### config.mk
export PLATFORM = sky130hd
export DESIGN_NAME = cascade_stage
export DESIGN_NICKNAME = d
export VERILOG_FILES = /design/src/mix_data_pkg.sv /design/src/mix_flow_pkg.sv /design/src/cascade_stage.sv
export VERILOG_INCLUDE_DIRS = /design/src
export SDC_FILE = /design/constraint.sdc
export NUM_CORES = 2
export LEC_CHECK = 0
export BUFFER_PORTS_ARGS = -buffer_cell sky130_fd_sc_hd__clkbuf_2
export CAP_MARGIN = 20
export CORE_MARGIN = 2
export CORE_UTILIZATION = 50
export DETAILED_ROUTE_END_ITERATION = 16
export PLACE_DENSITY = 0.69
export SKIP_CTS_REPAIR_TIMING = 1
export SLEW_MARGIN = 30
export SYNTH_ARGS = -nofsm -noshare
export SYNTH_HDL_FRONTEND = slang
export SYNTH_SLANG_ARGS = --single-unit
### constraint.sdc
create_clock -name clk -period 68.4 [get_ports clk]
set_input_delay 13.68 -clock clk [delete_from_list [all_inputs] [get_ports clk]]
set_output_delay 13.68 -clock clk [all_outputs]
set_load 0.005 [all_outputs]
### src/mix_config.svh
`ifndef MIX_CONFIG_SVH
`define MIX_CONFIG_SVH

// lane geometry
`define MIX_LANES 8
`define MIX_WORD_W 32
`define MIX_HALF_W 16

// sideband tag carried next to each block
`define MIX_TAG_W 8

// pipeline depth knobs
`define MIX_ROUNDS 4          // one register stage per round
`define MIX_CASCADE_PASSES 3  // all folded into a single stage

// shifts used by the shift-add pass of a round
`define MIX_SUB_SHIFT 17
`define MIX_ADD_SHIFT 12

`endif
### src/mix_data_pkg.sv
`default_nettype none

`include "mix_config.svh"

package mix_data_pkg;

    // high/low split of a lane, used by the xor-shift pass
    typedef struct packed {
        logic [`MIX_HALF_W-1:0] hi;
        logic [`MIX_HALF_W-1:0] lo;
    } lane_halves_t;

    typedef union packed {
        logic [`MIX_WORD_W-1:0] word;
        lane_halves_t           half;
    } lane_word_u;

    // lane[0] .. lane[7], 256 bits
    typedef struct packed {
        lane_word_u [`MIX_LANES-1:0] lane;
    } mix_state_t;

endpackage

`default_nettype wire

### src/mix_flow_pkg.sv
`default_nettype none

`include "mix_config.svh"

package mix_flow_pkg;

    // one pipeline beat, 265 bits
    typedef struct packed {
        logic                   valid;
        logic [`MIX_TAG_W-1:0]  tag;
        mix_data_pkg::mix_state_t state;
    } mix_beat_t;

endpackage

`default_nettype wire

### src/cascade_stage.sv
`timescale 1ns/1ps
`default_nettype none

`include "mix_config.svh"

module cascade_stage (
    input  wire logic              clk,
    input  wire logic              rst,
    input  mix_flow_pkg::mix_beat_t in_beat,
    output mix_flow_pkg::mix_beat_t out_beat
);

    mix_data_pkg::mix_state_t nxt;

    always_comb begin
        nxt = in_beat.state;
        for (int p = 0; p < `MIX_CASCADE_PASSES; p++) begin
            // lane i += lane i-1 - lane i-2, wrapping around lane 0
            for (int i = 0; i < `MIX_LANES; i++) begin
                nxt.lane[i].word = nxt.lane[i].word
                                 + nxt.lane[(i + `MIX_LANES - 1) % `MIX_LANES].word
                                 - nxt.lane[(i + `MIX_LANES - 2) % `MIX_LANES].word;
            end
        end
    end

    always_ff @(posedge clk) begin
        if (rst) begin
            out_beat.valid <= 1'b0;
        end else begin
            out_beat.valid <= in_beat.valid;
        end

        if (in_beat.valid) begin
            out_beat.tag   <= in_beat.tag;
            out_beat.state <= nxt;
        end
    end

endmodule

`default_nettype wire

==> results.yml <==
sta:
  rsz0062_at_grt: "false"
  slew_viol_final: 0
  hold_viol: 0
  setup_violations: 0
  max-slew-margin-rel: 0.337
  tns_ps: 0
  fin_crit_sh: 0.904
  worst_pin_slew_ps: 988
  max_freq_mhz: 16.2
  setup_slack_ps: 6600
  finalWorstPathRequiredPeriod_ps: 61800
floorplanning:
  coreArea_um2: 121000
  dieWidth_um: 353
  num_io_pins: 532
  start_util: 0.503
  die_y_um: 353
  rows: 128
  die-area_um2: 125000
clock_tree:
  clk_pin_slew_worst_paths_ps: 70
  ctsRootBufferMaster: "clkbuf_16"
  numCtsBuffers: 28
  cts_sinks: 265
  cts_tree: "yes"
  cts_htree_levels: 1
  cts_max_path_buffers: 3
synth:
  yosysSeqAreaShare: 0.130
  synth_most_common_cell: "inv_1"
  synth_common_cells: "inv_1 (1533), ha_1 (750), fa_1 (744)"
  synth_edf_count: 264
  synth_area_um2: 61100
  synth.top_cells.by_area: "fa_1 (24%), ha_1 (15%), edfxtp_1 (13%)"
  synth_top_area_frac: 0.244
  synth_seq_cells: 265
  yosys_warnings: 0
  async_flop_share: 0
  synthCells: 6830
  yosys.area.top_type: "fa_1"
  synth.distinct_cells: 88
  ys.flop_type: "edfxtp_1"
  synth_nets: 8591
  syn_area_per_cell_um2: 8.94
worst_setup_path:
  critical_path.most_common_cell: "inv_1"
  path_max_fanout: 7
  worstPathRequired_ps: 68730
  cp-start-kind: "primary input"
  slowest_delay_ps: 820
  crit_arrival_ps: 62130
  end_kind: "register"
  slowest_stage: "a221oi_1"
  critPathKind: "in -> reg"
route:
  via_per_inst: 5.41
  drtAntennaViolNets: 0
  num_vias: 48900
  routedWlPerCell_um: 21.2
  drc: 0
  first_iter_violations: 3251
  dr.pass1.iters: 5
  wl_mm: 192
layout:
  regArea_um2: 7950
  top_regs: "out_beat: 265 flops"
  fin_nets: 9155
  multi_input_area_um2: 47400
  drive_gt1_frac: 0.0934
  fin_area_um2: 66900
  area_delta_synth_final_pct: 9.57
  top_register: "out_beat"
  stdcell_count: 9042
  largest_reg_flops: 265
  fillers: 11500
status:
  outcome: "complete, no violations"
place:
  dpl.cell_count: 8988
  post_dp_cell_area_um2: 65800
  hpwlAfterDp_mm: 171
  io_buffers: 531
  place_ws_ps: 6160
  gp_congestion: 0.973
global_route:
  grt_pass1_wl_mm: 289
  gr-usage-met1: 0.346
  grt_pass1_vias: 48300
  track_usage: 0.307
  grt-busiest-layer: "met2"
  grt_max_degree: 120
  grtUsageMet3: 0.0208
  antenna_found_initial: 3
  grt_overflow: 0
  use_met2: 0.574
min_path:
  hp-class: "in -> reg"
run:
  maxCapViolCount: 0
## final timing paths
kind	startpoint	end	depth (start not counted)
hold / removal	rst	out_beat[264]	2
setup / recovery	in_beat[224]	out_beat[255]	157
## critical path: cells and delay by family
kind                     cells  cell delay, ps
AO/OA/AOI/OAI               27            8730
AND/OR/NAND/NOR             18            3270
XOR/XNOR                    25           11550
buffers and inverters       38            3820
adder cells (fa/ha/maj)     49           20970
## metrics by stage
stage | utilization | hold WS, ps
final | 0.551 | 13250
after global routing | 0.551 | 13230
after CTS | 0.551 | 13220
after detailed placement | 0.542 | 13840
after global placement | 0.542 | 13840
after floorplan | - | 13750
## cells in the final DEF, fill, tap and decap left out, types with 16 or more instances in the layout
cell       count
clkbuf_2     530
xnor2_2       24
nor3_1        86
nand2b_1     114
a21o_1       215
and2_1        24
nor2b_1       71
o211ai_1      39
edfxtp_1     264
ha_1         750
and3_1        49
nand3_1       99
inv_1       1533
nand2_1      214
o21ai_1       20
nor2_1       332
a211oi_1      36
fa_1         744
or2_2         31
a21oi_1      540
xnor2_1      477
xor2_1       266
a31oi_1       41
clkbuf_16     29
or3_1         40
o31ai_1       28
o21a_1        96
o21bai_1     155
a211o_1       18
a21boi_0      16
nand4_1       31
o21ai_0      246
## per-layer routing
layer	vias up	share of wire
met5	-	0.00012
met2	1447	0.52
met3	401	0.036
met4	4	0.069
met1	23200	0.38
li1	23800	-
## kinds of logic after synthesis
kind of cell / share of synthesized area
AOI/OAI and AO/OA: 0.169
xor gates and xnor gates: 0.115
adders and majority gates: 0.398
buffers and inverters: 0.0946
DFF: 0.130
muxes: 0.00102
and+or+nand+nor: 0.0932
## cell type report
| class | instances | area share |
|---|---|---|
| multi-input cells | 5027 | 0.708 |
| flip-flops and latches | 265 | 0.119 |
| inverters | 1533 | 0.0860 |
| repair buffers | 539 | 0.0412 |
| well taps | 1625 | 0.0304 |
| clock buffers | 32 | 0.0112 |
| clock inverters | 20 | 0.00410 |
| diodes | 1 | 0.0000374 |
Power is not shown: default switching activity piles up to over one toggle a cycle in this logic, so the estimate is an artifact.
