$ cat config.mk
export PLATFORM = sky130hd
export DESIGN_NAME = final_affine
export DESIGN_NICKNAME = d
export VERILOG_FILES = /design/src/mix_data_pkg.sv /design/src/mix_flow_pkg.sv /design/src/final_affine.sv
export VERILOG_INCLUDE_DIRS = /design/src
export SDC_FILE = /design/constraint.sdc
export NUM_CORES = 2
export LEC_CHECK = 0
export BUFFER_PORTS_ARGS = -buffer_cell sky130_fd_sc_hd__buf_4
export CAP_MARGIN = 20
export CORE_MARGIN = 1.5
export CORE_UTILIZATION = 56
export CTS_BUF_LIST = sky130_fd_sc_hd__clkbuf_8
export DETAILED_ROUTE_END_ITERATION = 6
export PLACE_DENSITY = 0.8
export SLEW_MARGIN = 20
export SYNTH_ARGS = -nofsm -noshare
export SYNTH_HDL_FRONTEND = slang
export SYNTH_SLANG_ARGS = --single-unit
$ cat constraint.sdc
create_clock -name clk -period 9 [get_ports clk]
set_input_delay 1.8 -clock clk [delete_from_list [all_inputs] [get_ports clk]]
set_output_delay 1.8 -clock clk [all_outputs]
set_load 0.005 [all_outputs]
$ cat src/mix_config.svh
`ifndef MIX_CONFIG_SVH
`define MIX_CONFIG_SVH

// lane geometry
`define MIX_LANES 8
`define MIX_WORD_W 32
`define MIX_HALF_W 16

// sideband tag carried next to each block
`define MIX_TAG_W 8

// pipeline depth knobs
`define MIX_ROUNDS 4          // one register stage per round
`define MIX_CASCADE_PASSES 3  // all folded into a single stage

// shifts used by the shift-add pass of a round
`define MIX_SUB_SHIFT 17
`define MIX_ADD_SHIFT 12

`endif
$ cat src/mix_data_pkg.sv
`default_nettype none

`include "mix_config.svh"

package mix_data_pkg;

    // high/low split of a lane, used by the xor-shift pass
    typedef struct packed {
        logic [`MIX_HALF_W-1:0] hi;
        logic [`MIX_HALF_W-1:0] lo;
    } lane_halves_t;

    typedef union packed {
        logic [`MIX_WORD_W-1:0] word;
        lane_halves_t           half;
    } lane_word_u;

    // lane[0] .. lane[7], 256 bits
    typedef struct packed {
        lane_word_u [`MIX_LANES-1:0] lane;
    } mix_state_t;

endpackage

`default_nettype wire

$ cat src/mix_flow_pkg.sv
`default_nettype none

`include "mix_config.svh"

package mix_flow_pkg;

    // one pipeline beat, 265 bits
    typedef struct packed {
        logic                   valid;
        logic [`MIX_TAG_W-1:0]  tag;
        mix_data_pkg::mix_state_t state;
    } mix_beat_t;

endpackage

`default_nettype wire

$ cat src/final_affine.sv
`timescale 1ns/1ps
`default_nettype none

`include "mix_config.svh"

module final_affine (
    input  wire logic              clk,
    input  wire logic              rst,
    input  mix_flow_pkg::mix_beat_t in_beat,
    output mix_flow_pkg::mix_beat_t out_beat
);

    // per-lane coefficients, first pass
    localparam logic [`MIX_WORD_W-1:0] mul_a [`MIX_LANES] = '{2, 3, 5, 7, 11, 13, 17, 19};
    localparam logic [`MIX_WORD_W-1:0] add_a [`MIX_LANES] = '{3, 5, 7, 11, 13, 17, 19, 23};

    // second pass
    localparam logic [`MIX_WORD_W-1:0] mul_b [`MIX_LANES] = '{2, 3, 3, 3, 5, 13, 35, 87};
    localparam logic [`MIX_WORD_W-1:0] add_b [`MIX_LANES] = '{0, 1, 8, 27, 64, 125, 216, 343};

    mix_data_pkg::mix_state_t nxt;

    always_comb begin
        nxt = in_beat.state;
        for (int i = 0; i < `MIX_LANES; i++) begin
            nxt.lane[i].word = nxt.lane[i].word * mul_a[i] + add_a[i];  // wraps mod 2^32
        end
        for (int i = 0; i < `MIX_LANES; i++) begin
            nxt.lane[i].word = nxt.lane[i].word * mul_b[i] + add_b[i];
        end
    end

    always_ff @(posedge clk) begin
        if (rst) begin
            out_beat.valid <= 1'b0;
        end else begin
            out_beat.valid <= in_beat.valid;
        end

        if (in_beat.valid) begin
            out_beat.tag   <= in_beat.tag;
            out_beat.state <= nxt;
        end
    end

endmodule

`default_nettype wire

==> impl_metrics.yaml <==
grt:
  grt_max_degree: 74
  met2_usage_pct: 42.4
  grt_pass1_vias: 34400
  met1_usage_pct: 29.8
  grt_first_pass_wirelength_mm: 160
  antenna_found_initial: 8
  grt-ovfl-total: 0
  met3_usage_pct: 5.34
  grtUsageTotal_pct: 24.3
  top_usage_layer: "met2"
clocking:
  ctsRootBufferMaster: "clkbuf_8"
  cts_buffer_depth: 3
  cts.sinks: 263
  path_clk_slew_ps: 60
  cts_tree: "yes"
  cts_hold_buf: 0
  htreeDepth: 2
  cts_buffers: 54
final_layout:
  areaGrowthSynthToFinish_pct: 16.4
  drive_gt1_share_pct: 14.8
  largest_reg_flops: 263
  nets: 6858
  seqCellArea_mm2: 0.00789
  layout_commonest_cell: "ha_1"
  final_cell_mix: "ha_1, inv_1, buf_4"
  reg.largest.list: "out_beat x263"
  fillers: 6123
  multi_input_area_mm2: 0.0327
  regMostFlops: "out_beat"
setup_path:
  critical_path_class: "in2reg"
  cp-start-kind: "input pin"
  crit_path_frequent_cell: "fa_1"
  worst_ep_required_time_ps: 9390
  worstPathArrival_ps: 8940
  crit_path_end_kind: "register"
  slowest_stage: "fa_1"
  max_stage_delay_ps: 520
  critPathMaxFanout: 4
timing:
  tightest_slew_ps: 999
  rsz0062_at_grt: "yes"
  timing.fmax_mhz: 117
  hold_viol: 0
  timing.slew.headroom_pct: 33.4
  min_period_ps: 8550
  hold-worst-slack_ps: 1330
  setup_tns_ps: 0
  setup_viol: 0
  drv_slew: 0
  fin_crit_sh_pct: 94.9
min_path:
  hold_class: "in2reg"
  hold_end: "out_beat[264]"
  holdPathStages: 2
  hold_start: "rst"
synth:
  ys_async_sr_fraction_pct: 0
  synth-edff-count: 262
  avgSynthCellArea_um2: 9.58
  synthesis.nets: 6174
  synthFlopType: "edfxtp_1"
  ys_seq_elements: 263
  ys_types: 102
  postSynthCellCount: 4564
  yosys_warnings: 0
  synth_area_mm2: 0.0437
  ys_seq_area_share_pct: 18.0
run_status:
  status: "finished clean"
floorplan:
  die_area_mm2: 0.0797
  fp-row-count: 102
  die_h_um: 282
  start_util_pct: 56.5
  dieWidth_um: 282
  core_region_area_mm2: 0.0773
  io-pin-count: 532
placed_design:
  gp_congestion: 0.916
  port_buffers: 527
  dp_hpwl_mm: 83.6
detailed_routing:
  wl_per_cell_um: 15.3
  drt-initial-drc-count: 1218
  ant_nets: 0
  vias: 33900
  drc: 0
  drt-total-wl_mm: 96.7
  vias_per_cell: 5.36
  dr.pass1.iters: 5
flow_run:
  drv_cap: 0
cells in the mapped netlist (24+ instances only):
master / number / area share, %
xnor2_1: 324 / 6.5
a211oi_1: 27 / 0.46
a21o_1: 174 / 3.0
and3_1: 34 / 0.49
nor2b_1: 43 / 0.62
a31oi_1: 24 / 0.34
o21a_1: 53 / 0.91
edfxtp_1: 262 / 18
inv_1: 803 / 6.9
a21oi_1: 304 / 3.5
ha_1: 1082 / 31
nand3_1: 74 / 0.85
xor2_1: 130 / 2.6
nor2_1: 200 / 1.7
nand2b_1: 51 / 0.73
nor3_1: 56 / 0.64
o21bai_1: 66 / 1.1
o21ai_0: 112 / 1.3
fa_1: 261 / 12
nand4_1: 30 / 0.43
o21ai_1: 47 / 0.54
nand2_1: 153 / 1.3
critical path, delay by kind of cell:
| kind | cells | cell delay [ps] |
|---|---|---|
| buffers and inverters | 7 | 640 |
| adders and majority gates | 9 | 3410 |
| and+or+nand+nor | 8 | 690 |
| AOI/OAI and AO/OA | 11 | 2100 |
| xor gates and xnor gates | 2 | 270 |
stage by stage:
step	instance area [um^2]	setup WS [ps]	cells	utilization [%]
after floorplan	43700	60.2	4564	-
after global placement	49800	-289	6232	64.4
after global routing	50900	-58.3	6335	65.8
after CTS	50800	319	6333	65.7
after detailed placement	49800	-375	6232	64.4
final	50900	455	6338	65.8
final cells by class:
type / count / share of cell area [%]
Antenna cell: 5 / 0.0246
Clock buffer: 54 / 1.46
Clock inverter: 47 / 0.620
Inverter: 808 / 5.96
Multi-Input combinational cell: 3477 / 64.4
Sequential cell: 263 / 15.5
Tap cell: 1040 / 2.56
Timing Repair Buffer: 644 / 9.52
logic make-up (layout without fill, tap and decap cells):
family                     count (synthesis)  count (layout)  share of synthesized area [%]
adders and majority gates               1343            1343                           42.9
AOI/OAI and AO/OA                        946             946                           14.2
buffers and inverters                    824            1553                           7.11
and+or+nand+nor                          719             719                           8.06
xor gates and xnor gates                 461             461                           9.45
DFF                                      263             263                           18.0
muxes                                      6               6                          0.146
other                                      2               7                         0.0172
layer usage:
layer | share of wire, % | up-vias
li1 | - | 17200
met4 | 2.8 | 6
met5 | 0.041 | -
met1 | 43 | 15900
met3 | 6.3 | 171
met2 | 48 | 672
worst max path at each step:
stage / start / endpoint / slack, ps / depth (start not counted)
final: in_beat[228] / out_beat[248] / 450 / 37
after global routing: in_beat[228] / out_beat[255] / -60 / 31
after CTS: in_beat[228] / out_beat[255] / 320 / 34
after detailed placement: in_beat[228] / out_beat[255] / -370 / 34
after global placement: in_beat[228] / out_beat[255] / -290 / 34
after floorplan: in_beat[228] / out_beat[248] / 60 / 34
repair_timing:
| item | CTS | global route |
|---|---|---|
| endpoints found under the hold margin | 0 | 0 |
| setup buffers | 0 | 0 |
| resized for setup | 0 | 5 |
| setup endpoints to repair | 0 | 3 |
Power is not shown: default switching activity piles up to over one toggle a cycle in this logic, so the estimate is an artifact.
