<file path="src/mix_config.svh">
`ifndef MIX_CONFIG_SVH
`define MIX_CONFIG_SVH

// lane geometry
`define MIX_LANES 8
`define MIX_WORD_W 32
`define MIX_HALF_W 16

// sideband tag carried next to each block
`define MIX_TAG_W 8

// pipeline depth knobs
`define MIX_ROUNDS 4          // one register stage per round
`define MIX_CASCADE_PASSES 3  // all folded into a single stage

// shifts used by the shift-add pass of a round
`define MIX_SUB_SHIFT 17
`define MIX_ADD_SHIFT 12

`endif
</file>
<file path="src/mix_data_pkg.sv">
`default_nettype none

`include "mix_config.svh"

package mix_data_pkg;

    // high/low split of a lane, used by the xor-shift pass
    typedef struct packed {
        logic [`MIX_HALF_W-1:0] hi;
        logic [`MIX_HALF_W-1:0] lo;
    } lane_halves_t;

    typedef union packed {
        logic [`MIX_WORD_W-1:0] word;
        lane_halves_t           half;
    } lane_word_u;

    // lane[0] .. lane[7], 256 bits
    typedef struct packed {
        lane_word_u [`MIX_LANES-1:0] lane;
    } mix_state_t;

endpackage

`default_nettype wire

</file>
<file path="src/mix_flow_pkg.sv">
`default_nettype none

`include "mix_config.svh"

package mix_flow_pkg;

    // one pipeline beat, 265 bits
    typedef struct packed {
        logic                   valid;
        logic [`MIX_TAG_W-1:0]  tag;
        mix_data_pkg::mix_state_t state;
    } mix_beat_t;

endpackage

`default_nettype wire

</file>
<file path="src/mix_round.sv">
`timescale 1ns/1ps
`default_nettype none

`include "mix_config.svh"

module mix_round (
    input  wire logic              clk,
    input  wire logic              rst,
    input  mix_flow_pkg::mix_beat_t in_beat,
    output mix_flow_pkg::mix_beat_t out_beat
);

    mix_data_pkg::mix_state_t nxt;

    // three passes, all in lane order so later lanes see updated ones
    always_comb begin
        nxt = in_beat.state;

        // add-subtract
        for (int i = 0; i < `MIX_LANES; i++) begin
            nxt.lane[i].word = nxt.lane[i].word
                             + nxt.lane[(i + 1) % `MIX_LANES].word
                             - nxt.lane[(i + 5) % `MIX_LANES].word;
        end

        // xor-shift on the half view
        for (int i = 0; i < `MIX_LANES; i++) begin
            nxt.lane[i].half.hi = nxt.lane[i].half.hi
                                ^ nxt.lane[(i + 3) % `MIX_LANES].half.lo;
        end

        // shift-add
        for (int i = 0; i < `MIX_LANES; i++) begin
            nxt.lane[i].word = nxt.lane[i].word
                             - (nxt.lane[(i + 2) % `MIX_LANES].word >> `MIX_SUB_SHIFT)
                             + (nxt.lane[(i + 4) % `MIX_LANES].word >> `MIX_ADD_SHIFT);
        end
    end

    always_ff @(posedge clk) begin
        if (rst) begin
            out_beat.valid <= 1'b0;
        end else begin
            out_beat.valid <= in_beat.valid;
        end

        if (in_beat.valid) begin
            out_beat.tag   <= in_beat.tag;
            out_beat.state <= nxt;
        end
    end

endmodule

`default_nettype wire

</file>
<file path="config.mk">
export PLATFORM = sky130hd
export DESIGN_NAME = mix_round
export DESIGN_NICKNAME = d
export VERILOG_FILES = /design/src/mix_data_pkg.sv /design/src/mix_flow_pkg.sv /design/src/mix_round.sv
export VERILOG_INCLUDE_DIRS = /design/src
export SDC_FILE = /design/constraint.sdc
export NUM_CORES = 2
export LEC_CHECK = 0
export ABC_CLOCK_PERIOD_IN_PS = 16900
export BUFFER_PORTS_ARGS = -buffer_cell sky130_fd_sc_hd__clkbuf_2
export CAP_MARGIN = 10
export CORE_MARGIN = 2
export CORE_UTILIZATION = 41
export CTS_BUF_LIST = sky130_fd_sc_hd__clkbuf_8 sky130_fd_sc_hd__clkbuf_16
export DETAILED_ROUTE_END_ITERATION = 8
export SLEW_MARGIN = 20
export SYNTH_ARGS = -nofsm -noshare
export SYNTH_HDL_FRONTEND = slang
export SYNTH_SLANG_ARGS = --single-unit
</file>
<file path="constraint.sdc">
create_clock -name clk -period 16.9 [get_ports clk]
set_input_delay 0.845 -clock clk [delete_from_list [all_inputs] [get_ports clk]]
set_output_delay 0.845 -clock clk [all_outputs]
set_load 0.03 [all_outputs]
</file>
==> results_dict.tcl <==
set metrics [dict create \
    synth_edf_count 264 \
    synth.most_common_cell "inv_1" \
    die-area_um2 108700 \
    path_common_cell "a21oi_1" \
    synth_top_flop_cell "edfxtp_1" \
    drcViolationCount 0 \
    drv_cap 0 \
    ys_warn_count 0 \
    ant_nets 0 \
    pin_count 532 \
    drive_gt1_share_pct 17.58 \
    worst_slew_pin_slew_ns 1.286 \
    setup_violations 0 \
    max_flop_register "out_beat" \
    cts_tree "built" \
    hold_viol_final 0 \
    cts_resized 0 \
    cts_htree_levels 1 \
    crit_arrival_ns 16.31 \
    relSlewSlack_pct 13.63 \
    synth_area_um2 43480 \
    critPathMaxStageDelay_ns 0.83 \
    nets 6998 \
    synth-seq-area-share_pct 18.28 \
    gp_congestion 1.062 \
    async_reset_ff_share_pct 0 \
    grt_pass1_wl_mm 274.6 \
    die_x_um 329.7 \
    rsz0062_at_grt "false" \
    fmax_mhz 62.59 \
    synth_top_area_share_pct 18.23 \
    vias 39831 \
    die_h_um 329.7 \
    crit_path_top_delay_cell "o21ai_0" \
    wl_per_cell_um 27.86 \
    grt_pass1_vias 37602 \
    layout_min_cycle_time_ns 15.98 \
    critical_path_class "input port to flop" \
    crit_fanout 6 \
    port_buffers 531 \
    cp-end-kind "flop" \
    clock_path_buffers 3 \
    clock-root-buffer "clkbuf_16" \
    reg_top3 "out_beat: 265 flops" \
    antenna_found_initial 14 \
    clk_pin_slew_ns 0.07 \
    synth-seq-cells 265 \
    routed_wl_mm 201.9 \
    drt-initial-drc-count 4012 \
    hold_class "input port to flop" \
    post-cts-setup-buffers 0 \
    largest_reg_flops 265 \
    critPathLaunchType "input port" \
    finalMaxSlewViolations 0 \
    synthCells 4882 \
    rows 119 \
    synth_nets 6052 \
    dp_hpwl_mm 182.1 \
    ys_types 86 \
    cp_data_required_time_ns 17.24 \
    cts_buffers 30 \
    grt_use_total_pct 36.27 \
    firstDrtPassIters 8 \
    grt_overflow 0 \
    syn-mean-instance-area_um2 8.907 \
    cts_num_sinks 265 \
    hold_buffers 0 \
    start_util_pct 41.31 \
    final.setup.tns_ns 0 \
    ys_top_cells_by_area "edfxtp_1 18%, fa_1 16%, ha_1 16%" \
    yosysTopAreaCell "edfxtp_1" \
    grt_max_degree 110 \
    area_growth_syn_to_layout_pct 19.40 \
    run_status "completed" \
    core_area_um2 105300 \
    vias_per_cell 5.498 \
    fin_crit_sh_pct 94.54 \
    synthTopCellsByCount "1033 x inv_1, 553 x ha_1, 427 x xnor2_1, 364 x a21oi_1, 350 x fa_1" \
]
-- final cells by class --
cell class,instances,area (um^2)
multi-input combinational,3578,31720
inverter,1033,3877
sequential,265,7948
clock inverter,25,239.0
fill,10251,53350
tap,1391,1740
timing repair buffer,920,5613
clock buffer,31,775.7
antenna,2,5.005
-- per-layer routing --
metal | wire, um | global-route usage, % | vias to the layer above
li1 | - | - | 18316
met1 | 88600 | 51.74 | 19421
met2 | 84790 | 53.99 | 1809
met3 | 19740 | 7.507 | 271
met4 | 8646 | 13.30 | 14
met5 | 99 | 0 | -
-- placed cells by master, fill, tap and decap left out, types with 8 or more instances in the layout --
| cell | netlist | final |
|---|---|---|
| a2111oi_0 | 8 | 8 |
| a211o_1 | 18 | 18 |
| a211oi_1 | 45 | 43 |
| a21boi_0 | 17 | 16 |
| a21o_1 | 197 | 197 |
| a21oi_1 | 364 | 364 |
| a31oi_1 | 31 | 31 |
| a41oi_1 | 8 | 8 |
| and2_1 | 30 | 30 |
| and3_1 | 41 | 41 |
| buf_4 | 0 | 387 |
| clkbuf_16 | 0 | 31 |
| clkbuf_2 | 0 | 530 |
| edfxtp_1 | 264 | 264 |
| fa_1 | 350 | 350 |
| ha_1 | 553 | 553 |
| inv_1 | 1033 | 1039 |
| mux2i_1 | 8 | 8 |
| nand2_1 | 167 | 167 |
| nand2b_1 | 70 | 70 |
| nand3_1 | 70 | 70 |
| nand4_1 | 20 | 20 |
| nor2_1 | 226 | 226 |
| nor2b_1 | 62 | 62 |
| nor3_1 | 80 | 80 |
| nor4_1 | 9 | 8 |
| o2111ai_1 | 10 | 10 |
| o211ai_1 | 25 | 25 |
| o21a_1 | 72 | 72 |
| o21ai_0 | 173 | 173 |
| o21ai_1 | 18 | 18 |
| o21bai_1 | 76 | 76 |
| o31a_1 | 8 | 8 |
| o31ai_1 | 22 | 22 |
| o41ai_1 | 8 | 8 |
| or2_2 | 22 | 22 |
| or3_1 | 22 | 22 |
| xnor2_1 | 427 | 422 |
| xnor2_2 | 3 | 8 |
| xor2_1 | 200 | 197 |
-- critical path, delay by kind of cell --
kind	cells	cell delay, ns
xor+xnor	5	1.56
compound gates	35	7.95
simple gates	3	0.31
mux	1	0.24
fa+ha+maj	10	4.10
buf+inv	8	1.26
-- final timing paths --
| check | startpoint | depth (start not counted) | slack (ns) | endpoint |
|---|---|---|---|---|
| setup / recovery | in_beat[166] | 62 | 0.92 | out_beat[222]$_DFFE_PP_ |
| hold / removal | rst | 2 | 0.39 | out_beat[264]$_SDFF_PP0_ |
-- cells by family after synthesis --
kind of cell               Yosys count  share of synthesized area [%]
xor gates and xnor gates           638                          13.14
buffers and inverters             1039                          8.969
AOI/OAI and AO/OA                 1182                          17.80
and+or+nand+nor                    847                          9.602
adders and majority gates          903                          32.03
DFF                                265                          18.28
muxes                                8                         0.1842
-- metrics by stage --
step | instance area, um^2 | setup slack, ns | util, % | hold WS, ns | std cells
after global placement | 50880 | 0.2782 | 48.33 | 1.002 | 7187
after CTS | 51900 | 1.019 | 49.30 | 0.3596 | 7243
final | 51920 | 0.9221 | 49.32 | 0.3871 | 7245
after floorplan | 43480 | 3.824 | - | 0.9166 | 4882
after detailed placement | 50890 | 0.4542 | 48.34 | 1.011 | 7187
after global routing | 51910 | 0.4968 | 49.32 | 0.3814 | 7244
Power is not shown: default switching activity piles up to over one toggle a cycle in this logic, so the estimate is an artifact.
