File: src/mix_config.svh
`ifndef MIX_CONFIG_SVH
`define MIX_CONFIG_SVH

// lane geometry
`define MIX_LANES 8
`define MIX_WORD_W 32
`define MIX_HALF_W 16

// sideband tag carried next to each block
`define MIX_TAG_W 8

// pipeline depth knobs
`define MIX_ROUNDS 4          // one register stage per round
`define MIX_CASCADE_PASSES 3  // all folded into a single stage

// shifts used by the shift-add pass of a round
`define MIX_SUB_SHIFT 17
`define MIX_ADD_SHIFT 12

`endif
File: src/mix_data_pkg.sv
`default_nettype none

`include "mix_config.svh"

package mix_data_pkg;

    // high/low split of a lane, used by the xor-shift pass
    typedef struct packed {
        logic [`MIX_HALF_W-1:0] hi;
        logic [`MIX_HALF_W-1:0] lo;
    } lane_halves_t;

    typedef union packed {
        logic [`MIX_WORD_W-1:0] word;
        lane_halves_t           half;
    } lane_word_u;

    // lane[0] .. lane[7], 256 bits
    typedef struct packed {
        lane_word_u [`MIX_LANES-1:0] lane;
    } mix_state_t;

endpackage

`default_nettype wire

File: src/mix_flow_pkg.sv
`default_nettype none

`include "mix_config.svh"

package mix_flow_pkg;

    // one pipeline beat, 265 bits
    typedef struct packed {
        logic                   valid;
        logic [`MIX_TAG_W-1:0]  tag;
        mix_data_pkg::mix_state_t state;
    } mix_beat_t;

endpackage

`default_nettype wire

File: src/lane_prep.sv
`timescale 1ns/1ps
`default_nettype none

`include "mix_config.svh"

module lane_prep (
    input  wire logic              clk,
    input  wire logic              rst,
    input  mix_flow_pkg::mix_beat_t in_beat,
    output mix_flow_pkg::mix_beat_t out_beat
);

    mix_data_pkg::mix_state_t nxt;

    always_comb begin
        nxt = in_beat.state;

        // each lane biased by its own index
        for (int i = 0; i < `MIX_LANES; i++) begin
            nxt.lane[i].word = nxt.lane[i].word + `MIX_WORD_W'(i);
        end

        // lane 0 picks up the biased lane 7, the rest chain off their neighbour
        for (int i = 0; i < `MIX_LANES; i++) begin
            nxt.lane[i].word = nxt.lane[i].word
                             + nxt.lane[(i + `MIX_LANES - 1) % `MIX_LANES].word;
        end
    end

    always_ff @(posedge clk) begin
        if (rst) begin
            out_beat.valid <= 1'b0;
        end else begin
            out_beat.valid <= in_beat.valid;
        end

        if (in_beat.valid) begin
            out_beat.tag   <= in_beat.tag;
            out_beat.state <= nxt;  // payload only moves with a block
        end
    end

endmodule

`default_nettype wire

File: config.mk
export PLATFORM = sky130hd
export DESIGN_NAME = lane_prep
export DESIGN_NICKNAME = d
export VERILOG_FILES = /design/src/mix_data_pkg.sv /design/src/mix_flow_pkg.sv /design/src/lane_prep.sv
export VERILOG_INCLUDE_DIRS = /design/src
export SDC_FILE = /design/constraint.sdc
export NUM_CORES = 1
export LEC_CHECK = 0
export ABC_AREA = 1
export ABC_CLOCK_PERIOD_IN_PS = 19680
export BUFFER_PORTS_ARGS = -buffer_cell sky130_fd_sc_hd__buf_2
export CORE_MARGIN = 8
export CORE_UTILIZATION = 30
export DETAILED_ROUTE_END_ITERATION = 8
export GPL_TIMING_DRIVEN = 0
export PLACE_DENSITY = 0.61
export SLEW_MARGIN = 30
export SYNTH_ARGS = -nofsm -noshare
export SYNTH_HDL_FRONTEND = slang
export SYNTH_SLANG_ARGS = --single-unit
File: constraint.sdc
create_clock -name clk -period 19.68 [get_ports clk]
set_input_delay 0.984 -clock clk [delete_from_list [all_inputs] [get_ports clk]]
set_output_delay 0.984 -clock clk [all_outputs]
set_load 0.02 [all_outputs]
==> results of run 1 <==
==> worst max-delay path: cells and delay by family <==
family | cells | cell delay, ps
adders and majority gates | 14 | 4670
buffers and inverters | 6 | 440
xor gates and xnor gates | 8 | 2620
AOI/OAI and AO/OA | 23 | 5170
and+or+nand+nor | 16 | 1480
==> final cells by class <==
| class | instances | area [sq um] |
|---|---|---|
| flip-flops and latches | 265 | 7950 |
| fillers | 7334 | 44900 |
| clock inverters | 26 | 195 |
| clock buffers | 39 | 922 |
| multi-input cells | 1761 | 12800 |
| repair buffers | 534 | 2750 |
| diodes | 10 | 25.0 |
| inverters | 260 | 976 |
| well taps | 950 | 1190 |
| plain buffers | 1 | 3.75 |
==> cell families after synthesis <==
kind of cell	after synthesis
flops	265
simple gates	609
xor+xnor	260
fa+ha+maj	413
compound gates	479
buf+inv	261
==> cell usage after synthesis (15+ instances only) <==
library cell / instances / area (sq um)
ha_1: 405 / 5070
o21bai_1: 18 / 135
nand2_2: 21 / 131
o21ai_1: 39 / 195
a31oi_1: 15 / 93.8
a21oi_1: 246 / 1230
xor2_1: 170 / 1490
nand4_1: 24 / 150
a21boi_1: 23 / 173
nand3_1: 53 / 265
a21o_1: 19 / 143
nor3_1: 29 / 145
nand2_1: 359 / 1350
o21ai_0: 60 / 300
xnor2_1: 90 / 788
nor2_1: 104 / 390
edfxtp_1: 264 / 7930
inv_1: 257 / 965
==> layer usage <==
layer  vias to the layer above  track usage [%]
met5                         -                0
met4                        18             3.98
met3                        87             6.08
met2                       569             32.0
met1                      8293             21.7
li1                       9239                -
==> final timing paths <==
kind	startpoint	to	depth (start not counted)
worst max-delay path	in_beat[224]	out_beat[255]	67
worst min-delay path	rst	out_beat[264]	2
==> per-stage QoR <==
step,hold slack (ps),instance area (sq um)
finish,603,26900
floorplan,1060,21800
global placement,1140,25600
CTS,554,26800
detailed placement,1160,25700
global route,573,26800
==> qor.txt, run 1 <==
Final Non-Filler Cells: 3,846
die height: 285 microns
Routed Antenna Nets: 0
M1 WL: 32,200 microns
Most flops, register: out_beat
Die Width: 285 microns
row count: 98
FF+latch count, synth: 265
fraction of layout cells with a size suffix above 1: 22.5%
Worst Hold Class: input pin to flip-flop
fmax: 66.3 MHz
Slew HR: 47.7%
CP max FO: 6
CTS tree: built
CP max stage cell: a21boi_1
Yosys warning count: 0
post-detailed-route DRC marker count: 0
die area: 81,500 sq um
setup ws final: 4610 ps
gr ovfl total: 0
PortBufs: 531
CP Data Required Time: 19,980 ps
largest net degree at the start of global routing: 75
Core ar.: 71,700 sq um
initial antenna violation count: 19
Final setup viols: 0
IO Pins: 532
CP max stage delay: 630 ps
Slew @ Worst Pin: 781 ps
fin nets: 3,539
CP dominant cell by count: ha_1
multiplexer share of the synthesized area: 0%
synthesized cell area: 21,800 sq um
fin util: 37.4%
largest registers: out_beat x265
setup TNS: 0 ps
Worst Setup Start Kind: input pin
minimum clock period: 15,070 ps
post-CTS setup buffers: 0
Final Wtd Congestion: 0.913
commonest cells after routing, fill and taps aside: 530 x buf_2, 405 x ha_1, 359 x nand2_1
unrepaired setup endpoints after global routing: no
max-cap violations: 0
dpl cells: 3,771
largest family of logic cells by synthesized area: adder cells
drt pass-1 iters: 5
Synth Instances: 2,287
sequential area share after synthesis: 36.5%
DR WL/cell: 20.3 microns
Simple-Gate Fraction of Synth Area: 11.8%
DR WL met2: 37,500 microns
Crit. End Element: flip-flop
max-slew violations: 0
outcome: finished clean
EDFF count, synth: 264
uppermost routed layer: met5
Avg Vias per Cell: 4.73
initial core utilization: 30.4%
H-tree levels: 2
Synth async-reset ratio: 0%
Fin. Hold Viols: 0
Netlist cell types: 44
Synth Flop Type: edfxtp_1
syn nets: 2,967
Synth Area in XOR/XNOR: 10.5%
TritonCTS Sinks: 265
Post-Place Setup Slack: 3950 ps
Syn-to-layout area delta: 23.3%
routed wl met3: 6620 microns
total routed wirelength: 78,000 microns
max reg flops: 265
Compound-Gate Fraction of Synth Area: 12.7%
Synth Area per Inst: 9.52 sq um
period utilisation layout: 76.6%
clock-pin transition on the worst setup and hold timing paths: 60 ps
post-cts repair resize count: 0
Max Root-Sink Buffers: 3
number of DRC violations after detailed-routing iteration 0: 985
Setup CP Type: input pin to flip-flop
dpl hpwl: 67,200 microns
Vias: 18,206
vias in the first global route: 18,140
clk root buf: clkbuf_16
most common cell after layout, fill and taps aside: buf_2
Total Routing Usage GR: 18.3%
Num CTS Buffers: 36
first-pass GRT wire length: 114,000 microns
signal arrival time at the worst endpoint: 15,370 ps
# hold bufs at CTS: 0
Adder-Cell Fraction of Synth Area: 24.0%
Power of run 1 is left out: the tool's default activity adds up to more than one toggle a clock period on the data nets, which glitch-free logic cannot reach.
==> run 2, diff against run 1 <==
--- a/config.mk
+++ b/config.mk
@@ -7,13 +7,13 @@
 export NUM_CORES = 1
 export LEC_CHECK = 0
 export ABC_AREA = 1
-export ABC_CLOCK_PERIOD_IN_PS = 19680
+export ABC_CLOCK_PERIOD_IN_PS = 13200
 export BUFFER_PORTS_ARGS = -buffer_cell sky130_fd_sc_hd__buf_2
 export CORE_MARGIN = 8
 export CORE_UTILIZATION = 30
 export DETAILED_ROUTE_END_ITERATION = 8
 export GPL_TIMING_DRIVEN = 0
-export PLACE_DENSITY = 0.61
+export PLACE_DENSITY = 0.63
 export SLEW_MARGIN = 30
 export SYNTH_ARGS = -nofsm -noshare
 export SYNTH_HDL_FRONTEND = slang
==> constraint.sdc (replaced) <==
create_clock -name clk -period 13.2 [get_ports clk]
set_input_delay 0.66 -clock clk [delete_from_list [all_inputs] [get_ports clk]]
set_output_delay 0.66 -clock clk [all_outputs]
set_load 0.02 [all_outputs]
==> run 2 against run 1 <==
  * Routed wire length increased by 3.2%
  * Die area unchanged
  * Final cell count is 1.8% higher
  * Via count up 3.1%
  * Critical path depth is 3 higher
  * Critical endpoint unchanged
  * First-iteration DRC count is 11% lower
  * Global-route usage up 0.23 points
  * Design area up 10%
  * Hold slack got worse by 330 ps
  * Sequential cell count unchanged
==> qor.txt, run 2 (same netlist as run 1, synthesis figures left out) <==
DR WL/cell: 20.6 microns (was 20.3 microns)
Core ar.: 71,700 sq um (unchanged)
Avg Vias per Cell: 4.79 (was 4.73)
CP dominant cell by count: nand2_1 (was ha_1)
fmax: 78.5 MHz
largest net degree at the start of global routing: 83 (was 75)
Worst Setup SP: in_beat[224] (unchanged)
Final setup viols: 0 (unchanged)
Worst Setup Start Kind: input pin (unchanged)
Final Wtd Congestion: 0.905 (was 0.913)
period utilisation layout: 96.5%
CTS tree: built (unchanged)
dpl cells: 3,771 (unchanged)
M1 WL: 32,900 microns (was 32,200 microns)
Vias: 18,767 (was 18,206)
uppermost routed layer: met5 (unchanged)
IO Pins: 532 (unchanged)
Slew HR: 44.9% (was 47.7%)
most common cell after layout, fill and taps aside: buf_2 (unchanged)
vias in the first global route: 18,540 (was 18,140)
CP Data Required Time: 13,500 ps (was 19,980 ps)
first-pass GRT wire length: 115,000 microns (was 114,000 microns)
CP max FO: 5 (was 6)
PortBufs: 531 (unchanged)
outcome: finished clean (unchanged)
gr ovfl total: 0 (unchanged)
Setup CP Type: input pin to flip-flop (unchanged)
initial antenna violation count: 23 (was 19)
Syn-to-layout area delta: 35.9% (was 23.3%)
dpl hpwl: 67,300 microns (was 67,200 microns)
H-tree levels: 2 (unchanged)
largest registers: out_beat x265 (unchanged)
clk root buf: clkbuf_16 (unchanged)
signal arrival time at the worst endpoint: 13,040 ps (was 15,370 ps)
fraction of layout cells with a size suffix above 1: 33.3% (was 22.5%)
max-slew violations: 0 (unchanged)
die height: 285 microns (unchanged)
Total Routing Usage GR: 18.5% (was 18.3%)
CP max stage delay: 340 ps (was 630 ps)
Most flops, register: out_beat (unchanged)
row count: 98 (unchanged)
Crit. End Element: flip-flop (unchanged)
hold-critical path depth: 2 (unchanged)
post-detailed-route DRC marker count: 0 (unchanged)
drt pass-1 iters: 5 (unchanged)
routed wl met3: 6380 microns (was 6620 microns)
commonest cells after routing, fill and taps aside: 530 x buf_2, 347 x nand2_1, 344 x ha_1 (was 530 x buf_2, 405 x ha_1, 359 x nand2_1)
clock-pin transition on the worst setup and hold timing paths: 50 ps (was 60 ps)
initial core utilization: 30.4% (unchanged)
Final Non-Filler Cells: 3,915 (was 3,846)
die area: 81,500 sq um (unchanged)
Fin. Hold Viols: 0 (unchanged)
Routed Antenna Nets: 0 (unchanged)
TritonCTS Sinks: 265 (unchanged)
minimum clock period: 12,730 ps
worst hold path startpoint: rst (unchanged)
DR WL met2: 38,900 microns (was 37,500 microns)
fillcell total: 7,074 (was 7,334)
number of DRC violations after detailed-routing iteration 0: 879 (was 985)
Max Root-Sink Buffers: 3 (unchanged)
Die Width: 285 microns (unchanged)
Num CTS Buffers: 37 (was 36)
total routed wirelength: 80,500 microns (was 78,000 microns)
max-cap violations: 0 (unchanged)
Slew @ Worst Pin: 824 ps (was 781 ps)
CP max stage cell: ha_2 (was a21boi_1)
fin nets: 3,604 (was 3,539)
max reg flops: 265 (unchanged)
Worst Hold Class: input pin to flip-flop (unchanged)
run 2: cell count changes in the layout (fill, tap and decap cells not counted), sizes merged:
cell	previous run	this run
buf	534	598
bufinv	2	4
clkbuf	40	43
clkinv	20	19
clkinvlp	3	2
diode	10	12
run 2: cell type report:
class	count	area (sq um)	share of cell area, %
multi-input cells	1761	14900	50.3
flip-flops and latches	265	7950	26.9
repair buffers	598	3330	11.3
well taps	950	1190	4.02
inverters	260	980	3.31
clock buffers	42	966	3.26
clock inverters	26	262	0.884
diodes	12	30.0	0.101
plain buffers	1	3.75	0.0127
run 2: per-layer routing:
layer / up-vias / global-route usage (%)
li1: 9320 / -
met1: 8738 / 22.2
met2: 569 / 32.1
met3: 122 / 5.76
met4: 18 / 4.75
met5: - / 0
run 2: metrics by stage:
| step | hold slack [ps] | util [%] | instance area [sq um] | TNS (ps) | worst slack, ps |
|---|---|---|---|---|---|
| 2_1_floorplan | 731 | - | 21800 | 0 | 1670 |
| 3_3_place_gp | 818 | 35.7 | 25600 | -28360 | -2390 |
| 3_5_place_dp | 830 | 35.8 | 25700 | -29780 | -2370 |
| 4_1_cts | 233 | 38.7 | 27700 | 0 | 0.979 |
| 5_1_grt | 242 | 41.2 | 29600 | -212 | -111 |
| 6_report | 274 | 41.3 | 29600 | 0 | 466 |
run 2: final timing paths:
path / endpoint / slack [ps]
hold / removal: out_beat[264] / 270
setup / recovery: out_beat[255] / 470
run 2: repair_timing:
action                                  4_1_cts  5_1_grt
gates cloned                                  0        0
buffers inserted                             23       41
endpoints found under the setup margin       22       12
pin swaps                                    26       64
resized for setup                           107      264
hold buffers                                  0        0
run 2: worst max-delay path, delay by kind of cell:
family / cells / cell delay [ps]
fa+ha+maj: 14 / 4040
buf+inv: 12 / 1350
compound gates: 23 / 3620
simple gates: 14 / 1840
xor+xnor: 7 / 1460
Power of run 2 is left out for the same reason.
